`src/hw/gfx_pkg.sv`:
```
`default_nettype none

package gfx_pkg;

  ////////////////////////////////////////
  // pixel and coordinate formats
  ////////////////////////////////////////
  localparam int gfx_x_bits     = 8;  // up to 256 columns
  localparam int gfx_y_bits     = 8;
  localparam int gfx_pixel_bits = 12; // 4 bits each of r, g, b

  typedef logic [gfx_pixel_bits-1:0] gfx_color_t; // red in the top nibble

  typedef enum logic [2-1:0] {
    pat_bars    = 2'd0,
    pat_checker = 2'd1,
    pat_solid   = 2'd2
  } gfx_pattern_e;

  typedef struct packed {
    logic [gfx_x_bits-1:0] x;
    logic [gfx_y_bits-1:0] y;
    gfx_color_t            color;
    logic                  last;  // final pixel of the frame
  } gfx_pixel_t;

  ////////////////////////////////////////
  // AXI4-Lite host port
  ////////////////////////////////////////
  localparam int axil_addr_w = 4;
  localparam int axil_data_w = 32;

  typedef struct packed {
    logic [axil_addr_w-1:0] addr;
  } axil_aw_t; // shared by aw and ar

  typedef struct packed {
    logic [axil_data_w-1:0] data;
  } axil_w_t;

  typedef struct packed {
    logic [axil_data_w-1:0] data;
    logic [1:0]             resp;
  } axil_r_t;

  typedef struct packed {
    logic [1:0] resp;
  } axil_b_t;

  localparam logic [axil_addr_w-1:0] reg_ctrl     = 4'h0;
  localparam logic [axil_addr_w-1:0] reg_status   = 4'h4;
  localparam logic [axil_addr_w-1:0] reg_pix_addr = 4'h8;
  localparam logic [axil_addr_w-1:0] reg_pix_data = 4'hc;

endpackage

`default_nettype wire

```
`src/hw/gfx_test_pattern.sv`:
```
`timescale 1ns/1ns
`default_nettype none

module gfx_test_pattern #(
  parameter int FB_WIDTH  = 12,
  parameter int FB_HEIGHT = 4
) (
  input  logic                 clk,
  input  logic                 reset,
  input  logic                 start,
  input  gfx_pkg::gfx_pattern_e pattern,
  input  gfx_pkg::gfx_color_t  solid_color,
  output gfx_pkg::gfx_pixel_t  pix,
  output logic                 pix_valid
);

  import gfx_pkg::*;

  localparam logic [gfx_x_bits-1:0] last_x = gfx_x_bits'(FB_WIDTH - 1);
  localparam logic [gfx_y_bits-1:0] last_y = gfx_y_bits'(FB_HEIGHT - 1);
  localparam logic [gfx_x_bits-1:0] bar_g  = gfx_x_bits'(FB_WIDTH / 3);       // green starts
  localparam logic [gfx_x_bits-1:0] bar_b  = gfx_x_bits'(2 * (FB_WIDTH / 3)); // blue starts

  localparam gfx_color_t color_red = 12'hf00;
  localparam gfx_color_t color_grn = 12'h0f0;
  localparam gfx_color_t color_blu = 12'h00f;

  logic                  run;
  logic                  advance;
  logic [gfx_x_bits-1:0] nxt_x;
  logic [gfx_y_bits-1:0] nxt_y;

  // colour of one coordinate for the selected pattern
  function automatic gfx_color_t pattern_color(input logic [gfx_x_bits-1:0] x,
                                               input logic y_lsb);
    gfx_color_t c;
    case (pattern)
      pat_checker: c = {gfx_pixel_bits{x[0] ^ y_lsb}};
      pat_solid:   c = solid_color;
      default: begin // bars, and the unused fourth code
        if (x < bar_g) begin
          c = color_red;
        end else if (x < bar_b) begin
          c = color_grn;
        end else begin
          c = color_blu;
        end
      end
    endcase
    return c;
  endfunction

  ////////////////////////////////////////
  // raster sweep
  ////////////////////////////////////////
  always_comb begin
    nxt_x = '0; // next pixel is the origin when idle
    nxt_y = '0;
    if (run) begin
      if (pix.x == last_x) begin
        nxt_y = pix.y + 1'b1;
      end else begin
        nxt_x = pix.x + 1'b1;
        nxt_y = pix.y;
      end
    end
  end

  assign advance = (start && !run) || (run && !pix.last);

  always_ff @(posedge clk) begin
    if (reset) begin
      run <= 1'b0;
    end else if (start && !run) begin
      run <= 1'b1;
    end else if (run && pix.last) begin
      run <= 1'b0; // final pixel went out this cycle
    end
  end

  always_ff @(posedge clk) begin
    if (advance) begin
      pix.x     <= nxt_x;
      pix.y     <= nxt_y;
      pix.color <= pattern_color(nxt_x, nxt_y[0]);
      pix.last  <= (nxt_x == last_x) && (nxt_y == last_y);
    end
  end

  assign pix_valid = run;

  a_pix_in_range: assert property (@(posedge clk) disable iff (reset)
    pix_valid |-> (int'(pix.x) < FB_WIDTH) && (int'(pix.y) < FB_HEIGHT))
    else $error("pixel coordinate outside the framebuffer");

endmodule

`default_nettype wire

```
`src/hw/gfx_fb_writer.sv`:
```
`timescale 1ns/1ns
`default_nettype none

module gfx_fb_writer #(
  parameter int FB_WIDTH  = 12,
  parameter int FB_HEIGHT = 4
) (
  input  logic                                  clk,
  input  logic                                  reset,
  input  gfx_pkg::gfx_pixel_t                   pix,
  input  logic                                  pix_valid,
  output logic                                  wr_en,
  output logic [$clog2(FB_WIDTH*FB_HEIGHT)-1:0] wr_addr,
  output gfx_pkg::gfx_color_t                   wr_data,
  output logic                                  frame_done
);

  import gfx_pkg::*;

  localparam int fb_depth  = FB_WIDTH * FB_HEIGHT;
  localparam int fb_addr_w = $clog2(fb_depth);

  logic [fb_addr_w-1:0] lin_addr;

  // row-major linear address
  assign lin_addr = fb_addr_w'(32'(pix.y) * FB_WIDTH + 32'(pix.x));

  always_ff @(posedge clk) begin
    if (reset) begin
      wr_en      <= 1'b0;
      frame_done <= 1'b0;
    end else begin
      wr_en      <= pix_valid;
      frame_done <= pix_valid && pix.last; // lines up with the final write
    end
  end

  always_ff @(posedge clk) begin
    wr_addr <= lin_addr;
    wr_data <= pix.color;
  end

  a_wr_addr_range: assert property (@(posedge clk) disable iff (reset)
    wr_en |-> (int'(wr_addr) < fb_depth))
    else $error("framebuffer write past the last pixel");

endmodule

`default_nettype wire

```
`src/hw/gfx_framebuffer.sv`:
```
`timescale 1ns/1ns
`default_nettype none

module gfx_framebuffer #(
  parameter int FB_WIDTH  = 12,
  parameter int FB_HEIGHT = 4
) (
  input  logic                                                 clk,
  input  logic                                                 wr_en,
  input  logic [$clog2(FB_WIDTH*FB_HEIGHT)-1:0]                wr_addr,
  input  gfx_pkg::gfx_color_t                                  wr_data,
  input  logic [gfx_pkg::gfx_x_bits+gfx_pkg::gfx_y_bits-1:0]   rd_addr,
  output gfx_pkg::gfx_color_t                                  rd_data
);

  import gfx_pkg::*;

  localparam int fb_depth  = FB_WIDTH * FB_HEIGHT;
  localparam int fb_addr_w = $clog2(fb_depth);

  gfx_color_t mem [fb_depth];

  always_ff @(posedge clk) begin
    if (wr_en) begin
      mem[wr_addr] <= wr_data;
    end
  end

  // host reads take one cycle and return black past the frame
  always_ff @(posedge clk) begin
    if (32'(rd_addr) < fb_depth) begin
      rd_data <= mem[rd_addr[fb_addr_w-1:0]];
    end else begin
      rd_data <= '0;
    end
  end

endmodule

`default_nettype wire

```
`src/hw/gfx_ctrl_axil.sv`:
```
`timescale 1ns/1ns
`default_nettype none

module gfx_ctrl_axil #(
  parameter int FB_WIDTH = 12
) (
  input  logic                  clk,
  input  logic                  reset,
  input  gfx_pkg::axil_aw_t     aw,
  input  logic                  awvalid,
  output logic                  awready,
  input  gfx_pkg::axil_w_t      w,
  input  logic                  wvalid,
  output logic                  wready,
  output gfx_pkg::axil_b_t      b,
  output logic                  bvalid,
  input  logic                  bready,
  input  gfx_pkg::axil_aw_t     ar,
  input  logic                  arvalid,
  output logic                  arready,
  output gfx_pkg::axil_r_t      r,
  output logic                  rvalid,
  input  logic                  rready,
  input  logic                  frame_done,
  input  gfx_pkg::gfx_color_t   rd_data,
  output logic                  start,
  output gfx_pkg::gfx_pattern_e pattern,
  output gfx_pkg::gfx_color_t   solid_color,
  output logic [gfx_pkg::gfx_x_bits+gfx_pkg::gfx_y_bits-1:0] rd_addr
);

  import gfx_pkg::*;

  localparam int         rd_addr_w = gfx_x_bits + gfx_y_bits;
  localparam logic [1:0] resp_okay = 2'b00;

  typedef enum logic [1:0] {ws_idle, ws_accept, ws_resp} wr_state_e;
  typedef enum logic [1:0] {rs_idle, rs_wait, rs_resp} rd_state_e;

  wr_state_e              wr_state;
  rd_state_e              rd_state;
  logic                   aw_w_ready;
  logic                   wr_fire;
  logic                   rd_fire;
  logic                   start_req;
  logic                   busy;
  logic                   done;
  logic [15:1]            ctrl_bits;
  logic [gfx_x_bits-1:0]  pix_x;
  logic [gfx_y_bits-1:0]  pix_y;
  logic [axil_addr_w-1:0] rd_sel;
  logic [axil_data_w-1:0] rd_word;
  logic [axil_data_w-1:0] r_data;

  ////////////////////////////////////////
  // write side
  ////////////////////////////////////////
  assign awready   = aw_w_ready; // address and data always taken together
  assign wready    = aw_w_ready;
  assign wr_fire   = aw_w_ready && awvalid && wvalid;
  assign start_req = wr_fire && (aw.addr == reg_ctrl) && w.data[0] && !busy;
  assign b         = '{resp: resp_okay};

  always_ff @(posedge clk) begin
    if (reset) begin
      wr_state   <= ws_idle;
      aw_w_ready <= 1'b0;
      bvalid     <= 1'b0;
    end else begin
      case (wr_state)
        ws_idle: if (awvalid && wvalid) begin
          aw_w_ready <= 1'b1;
          wr_state   <= ws_accept;
        end
        ws_accept: if (wr_fire) begin
          aw_w_ready <= 1'b0;
          bvalid     <= 1'b1;
          wr_state   <= ws_resp;
        end
        ws_resp: if (bready) begin
          bvalid   <= 1'b0;
          wr_state <= ws_idle;
        end
        default: wr_state <= ws_idle;
      endcase
    end
  end

  always_ff @(posedge clk) begin
    if (reset) begin
      ctrl_bits   <= '0;
      pix_x       <= '0;
      pix_y       <= '0;
      pattern     <= pat_bars;
      solid_color <= '0;
    end else begin
      if (wr_fire && aw.addr == reg_ctrl) begin
        ctrl_bits <= w.data[15:1];
      end
      if (wr_fire && aw.addr == reg_pix_addr) begin
        pix_y <= w.data[15:8];
        pix_x <= w.data[7:0];
      end
      if (start_req) begin // fill settings frozen until the next start
        pattern     <= gfx_pattern_e'(w.data[2:1]);
        solid_color <= w.data[15:4];
      end
    end
  end

  always_ff @(posedge clk) begin
    if (reset) begin
      start <= 1'b0;
      busy  <= 1'b0;
      done  <= 1'b0;
    end else begin
      start <= start_req;
      if (start_req) begin
        busy <= 1'b1;
        done <= 1'b0;
      end else if (frame_done) begin
        busy <= 1'b0;
        done <= 1'b1;
      end
    end
  end

  ////////////////////////////////////////
  // read side
  ////////////////////////////////////////
  assign rd_fire = arvalid && arready;
  assign rd_addr = rd_addr_w'(32'(pix_y) * FB_WIDTH + 32'(pix_x)); // follows pix_addr
  assign r       = '{data: r_data, resp: resp_okay};

  always_comb begin
    case (rd_sel)
      reg_ctrl:     rd_word = {16'h0, ctrl_bits, 1'b0};
      reg_status:   rd_word = {30'h0, done, busy};
      reg_pix_addr: rd_word = {16'h0, pix_y, pix_x};
      reg_pix_data: rd_word = {20'h0, rd_data};
      default:      rd_word = '0; // unmapped
    endcase
  end

  always_ff @(posedge clk) begin
    if (reset) begin
      rd_state <= rs_idle;
      arready  <= 1'b0;
      rvalid   <= 1'b0;
    end else begin
      case (rd_state)
        rs_idle: if (rd_fire) begin
          arready  <= 1'b0;
          rd_state <= rs_wait;
        end else begin
          arready <= 1'b1;
        end
        rs_wait: begin // ram output settles this cycle
          rvalid   <= 1'b1;
          rd_state <= rs_resp;
        end
        rs_resp: if (rready) begin
          rvalid   <= 1'b0;
          arready  <= 1'b1;
          rd_state <= rs_idle;
        end
        default: rd_state <= rs_idle;
      endcase
    end
  end

  always_ff @(posedge clk) begin
    if (rd_fire) begin
      rd_sel <= ar.addr;
    end
    if (rd_state == rs_wait) begin
      r_data <= rd_word;
    end
  end

  a_b_hold: assert property (@(posedge clk) disable iff (reset)
    bvalid && !bready |=> bvalid)
    else $error("bvalid dropped before bready");

  a_r_hold: assert property (@(posedge clk) disable iff (reset)
    rvalid && !rready |=> rvalid && $stable(r))
    else $error("read response changed before rready");

endmodule

`default_nettype wire

```
`src/hw/gfx_top.sv`:
```
`timescale 1ns/1ns
`default_nettype none

module gfx_top #(
  parameter int FB_WIDTH  = 12,
  parameter int FB_HEIGHT = 4
) (
  input  logic              clk,
  input  logic              reset,
  input  gfx_pkg::axil_aw_t aw,
  input  logic              awvalid,
  output logic              awready,
  input  gfx_pkg::axil_w_t  w,
  input  logic              wvalid,
  output logic              wready,
  output gfx_pkg::axil_b_t  b,
  output logic              bvalid,
  input  logic              bready,
  input  gfx_pkg::axil_aw_t ar,
  input  logic              arvalid,
  output logic              arready,
  output gfx_pkg::axil_r_t  r,
  output logic              rvalid,
  input  logic              rready
);

  import gfx_pkg::*;

  localparam int fb_addr_w = $clog2(FB_WIDTH * FB_HEIGHT);

  logic                             start;
  gfx_pattern_e                     pattern;
  gfx_color_t                       solid_color;
  gfx_pixel_t                       pix;
  logic                             pix_valid;
  logic                             wr_en;
  logic [fb_addr_w-1:0]             wr_addr;
  gfx_color_t                       wr_data;
  logic                             frame_done;
  logic [gfx_x_bits+gfx_y_bits-1:0] rd_addr;
  gfx_color_t                       rd_data;

  gfx_ctrl_axil #(.FB_WIDTH(FB_WIDTH)) u_ctrl (
    .clk, .reset,
    .aw, .awvalid, .awready,
    .w, .wvalid, .wready,
    .b, .bvalid, .bready,
    .ar, .arvalid, .arready,
    .r, .rvalid, .rready,
    .frame_done, .rd_data,
    .start, .pattern, .solid_color, .rd_addr
  );

  // stage 1
  gfx_test_pattern #(.FB_WIDTH(FB_WIDTH), .FB_HEIGHT(FB_HEIGHT)) u_pattern (
    .clk, .reset, .start, .pattern, .solid_color, .pix, .pix_valid
  );

  // stage 2
  gfx_fb_writer #(.FB_WIDTH(FB_WIDTH), .FB_HEIGHT(FB_HEIGHT)) u_writer (
    .clk, .reset, .pix, .pix_valid, .wr_en, .wr_addr, .wr_data, .frame_done
  );

  // stage 3
  gfx_framebuffer #(.FB_WIDTH(FB_WIDTH), .FB_HEIGHT(FB_HEIGHT)) u_fb (
    .clk, .wr_en, .wr_addr, .wr_data, .rd_addr, .rd_data
  );

endmodule

`default_nettype wire

```
`config.mk`:
```
export PLATFORM = sky130hd
export DESIGN_NAME = gfx_top
export DESIGN_NICKNAME = d
export VERILOG_FILES = /design/src/hw/gfx_pkg.sv /design/src/hw/gfx_test_pattern.sv /design/src/hw/gfx_fb_writer.sv /design/src/hw/gfx_framebuffer.sv /design/src/hw/gfx_ctrl_axil.sv /design/src/hw/gfx_top.sv
export SDC_FILE = /design/constraint.sdc
export NUM_CORES = 1
export LEC_CHECK = 0
export ABC_AREA = 0
export BUFFER_PORTS_ARGS = -buffer_cell sky130_fd_sc_hd__buf_2
export CORE_MARGIN = 2
export CORE_UTILIZATION = 55
export DETAILED_ROUTE_END_ITERATION = 6
export GPL_ROUTABILITY_DRIVEN = 0
export PLACE_DENSITY = 0.72
export SETUP_SLACK_MARGIN = 0.1
export SLEW_MARGIN = 20
export SYNTH_ARGS = -nofsm -noshare
export SYNTH_HDL_FRONTEND = slang
export SYNTH_SLANG_ARGS = --single-unit
```
`constraint.sdc`:
```
create_clock -name clk -period 7.85 [get_ports clk]
set_input_delay 0.785 -clock clk [delete_from_list [all_inputs] [get_ports clk]]
set_output_delay 0.785 -clock clk [all_outputs]
set_load 0.05 [all_outputs]
```
==> run_results.csv <==
group,metric,value,unit
sta,slew_violations,0,
logic_synthesis,synth_seq_cells,714,
route,drt-pass1-iter-count,5,
placement,io_buffers,51,
global_routing,globalRouteOverflowTotal,0,
cts,postCtsHoldBufs,0,
layout,areaGrowthSynthToFinish,11.68,%
hold_path,hp-class,"reg -> reg",
logic_synthesis,synthCells,1589,
worst_setup_path,slowest_delay,520,ps
cts,cts-resized-gates,0,
worst_setup_path,cp_common_cell,"ha_1",
worst_setup_path,crit_chain,"ha_1 -> inv_1 -> fa_1 -> nor2b_1 -> o31a_1 -> a21oi_1 -> ha_1 -> or4_1 -> a211o_1 -> a221oi_2 -> nand4_2 -> nor3_1",
pwr,leakage,10.32,nW
placement,dp_cells,2284,
logic_synthesis,netlist_area,0.02833,sq mm
logic_synthesis,synth_area_per_cell,17.83,sq um
floorplan,die_h,230.9,um
pwr,ir_drop,0.2134,mV
placement,pre_cts_slack,4273,ps
route,routedWlPerCell,23.94,um
layout,nets,1753,
sta,fmax,273.8,MHz
layout,layout.cells.non_filler,2411,
logic_synthesis,synth_edf_count,625,
logic_synthesis,yosysTopAreaCellShare,66.26,%
worst_setup_path,worstReg2RegStart,"u_ctrl.pix_y[0]",
sta,hold_viol,0,
sta,grt_setup_unrepaired,"false",
worst_setup_path,worstSetupPathType,"reg -> reg",
route,vias,14550,
status,outcome,"complete, no violations",
cts,clock-sinks,714,
layout,drive_gt1_share,23.34,%
cts,clk_latency,610,ps
route,via_per_inst,6.034,
worst_setup_path,slowest_stage,"or4_1",
sta,fin_skew,26.37,ps
logic_synthesis,yosysWarnings,0,
sta,setup_viol,0,
cts,postCtsSetupBuffers,0,
logic_synthesis,synth_ff_type,"edfxtp_1",
placement,dp_hpwl,34320,um
cts,cts_tree,"built",
global_routing,grt_pass1_vias,14370,
sta,max-slew-margin-rel,26.47,%
worst_setup_path,critPathRequiredTime,8370,ps
floorplan,rows,83,
pwr,finalPower,0.007428,W
floorplan,die_x,230.9,um
cts,cts_htree_levels,3,
cts,clk_pin_slew,60,ps
floorplan,ioPinCount,88,
sta,tightest_slew,1099,ps
worst_setup_path,startpoint,"u_ctrl.pix_y[0]",
global_routing,grtUsageTotal,21.95,%
worst_setup_path,path_max_fanout,12,
logic_synthesis,synthArstFlopShare,0,%
pwr,pwr_density_cell,234.8,mW/mm^2
worst_setup_path,r2r-end,"u_fb.rd_data[11]",
sta,min_period,3652,ps
worst_setup_path,crit_arrival,4170,ps
worst_setup_path,worstSetupStartpointType,"register",
global_routing,grt_pass1_wl,86710,um
floorplan,die-area,0.05333,sq mm
floorplan,core_area,0.05109,sq mm
layout,num_antenna_cells,0,
floorplan,start_util,55.44,%
worst_setup_path,endpoint_kind,"register",
cts,clk_path_buf_depth,3,
job,timing.max_cap.violations,0,
logic_synthesis,ys_seq_area_share,72.55,%
route,wirelength,57720,um
sta,setup_tns,0,ps
worst_setup_path,r2r_slack,4200,ps
global_routing,grt_max_degree,76,
sta,fin_crit_sh,46.52,%
route,ant_nets,0,
global_routing,antenna_found_initial,0,
worst_setup_path,cp-endpoint,"u_fb.rd_data[11]",
cts,cts_buffers,71,
route,drtIter0Drc,1311,
route,drc,0,
cts,cts_root_buf,"clkbuf_16",
worst_setup_path,r2r_cells,12,
logic_synthesis,ys_types,67,
sta,timing.final.ws_setup,4198,ps
logic_synthesis,synth_top_area_cell,"edfxtp_1",
logic_synthesis,synth_area_leaders,"edfxtp_1, mux4_2, dfxtp_1",
==> routing by layer <==
| metal | wire, um | global-route usage, % | up-vias |
|---|---|---|---|
| li1 | - | - | 6448 |
| met3 | 4178 | 5.324 | 113 |
| met5 | 0 | 0 | - |
| met4 | 1661 | 7.419 | 0 |
| met1 | 24480 | 30.84 | 7453 |
| met2 | 27400 | 34.09 | 533 |
==> metrics by stage <==
step	hold WS, ps	area (sq um)	utilization, %
2_1_floorplan	323.3	28400	-
3_3_place_gp	328.2	29310	57.36
3_5_place_dp	330.9	29320	57.39
4_1_cts	316.1	31580	61.81
5_1_grt	330.9	31630	61.91
6_report	337.7	31630	61.91
==> where the power goes <==
part | switching, W | internal (W) | total (W)
Sequential | 0.00000735 | 0.00407 | 0.00408
Combinational | 0.0000672 | 0.0000204 | 0.0000876
Clock | 0.00139 | 0.00187 | 0.00326
Total | 0.00147 | 0.00596 | 0.00743
==> synth_stat cells (3+ instances only) <==
cell type  count
edfxtp_1     625
mux4_2       146
nor2_1        95
nand2_1       94
dfxtp_1       89
a21oi_1       63
clkbuf_1      36
a22oi_1       34
buf_4         33
nor2b_1       26
nand3_1       25
ha_1          24
o22ai_1       23
inv_1         19
o21ai_0       19
buf_2         18
mux2i_1       18
a22o_1        15
xnor2_1       15
o21a_1        14
a211oi_1      12
buf_6         10
nand2b_1      10
nor3_1        10
o21ai_1       10
and2_1         9
mux2_2         9
nor3_2         9
xor2_1         9
and3_1         6
nand4_1        6
nand3b_1       5
or3_1          5
a21o_1         4
fa_1           4
buf_1          3
or2_2          3
==> cell families (layout without fill, tap and decap cells) <==
logic type               count (synthesis)  count (layout)  synth area share [%]
flip-flops                             714             714                 72.55
other                                    1              20               0.01324
AO/OA/AOI/OAI                          214             214                 4.974
AND/OR/NAND/NOR                        315             315                 5.363
multiplexers                           173             173                 12.60
buffers and inverters                  119             242                 2.359
XOR/XNOR                                25              25                0.7996
adder cells (fa/ha/maj)                 28              28                 1.343
==> cell type report <==
class	instances	area (sq um)
Clock buffer	88	1937
Clock inverter	38	321.6
Fill cell	3591	19460
Inverter	19	71.32
Multi-Input combinational cell	775	7247
Sequential cell	714	20560
Tap cell	680	850.8
Timing Repair Buffer	97	645.6
==> how the worst min path moves through the flow <==
stage | startpoint | to | slack (ps) | cells past startpoint
2_1_floorplan | u_pattern.pix[1] | u_writer.wr_data[0] | 320 | 0
3_3_place_gp | u_pattern.pix[6] | u_writer.wr_data[5] | 330 | 0
3_5_place_dp | u_pattern.pix[6] | u_writer.wr_data[5] | 330 | 0
4_1_cts | ar[1] | u_ctrl.rd_sel[1] | 320 | 1
5_1_grt | ar[3] | u_ctrl.rd_sel[3] | 330 | 1
6_report | u_pattern.pix[6] | u_writer.wr_data[5] | 340 | 0
==> placed cells by master (no fill, tap or decap), types with 11 or more instances in the layout <==
| cell type | count |
|---|---|
| a22o_1 | 15 |
| nand3_1 | 25 |
| clkbuf_1 | 11 |
| a211oi_1 | 12 |
| clkbuf_16 | 75 |
| nand2_1 | 94 |
| mux4_2 | 146 |
| ha_1 | 23 |
| mux2i_1 | 17 |
| o21ai_0 | 19 |
| nor2_2 | 18 |
| a21oi_1 | 63 |
| xnor2_1 | 15 |
| edfxtp_1 | 625 |
| o21a_1 | 14 |
| o22ai_1 | 23 |
| nor2_1 | 78 |
| dfxtp_1 | 84 |
| buf_2 | 51 |
| buf_4 | 43 |
| clkinv_2 | 12 |
| conb_1 | 20 |
| inv_1 | 19 |
| a22oi_1 | 34 |
| nor2b_1 | 26 |
==> worst max-delay path, delay by kind of cell (launching register included) <==
kind                     cells  cell delay [ps]
AO/OA/AOI/OAI                4              690
AND/OR/NAND/NOR              4             1490
buffers and inverters        1               50
flip-flops                   1              440
adder cells (fa/ha/maj)      3              880
==> flip-flops by register name, summed over array words and instances (netlist names), 2 cells and up <==
register	flops
u_ctrl.rd_state	2
u_ctrl.wr_state	2
u_writer.wr_data	12
u_ctrl.rd_sel	4
u_writer.wr_addr	6
u_ctrl.r_data	16
u_fb.mem	576
u_ctrl.ctrl_bits	15
u_ctrl.pix_y	8
u_fb.rd_data	12
u_ctrl.solid_color	12
u_pattern.pix	29
u_ctrl.pix_x	8
u_ctrl.pattern	2
(Power assumes the default switching activity.)
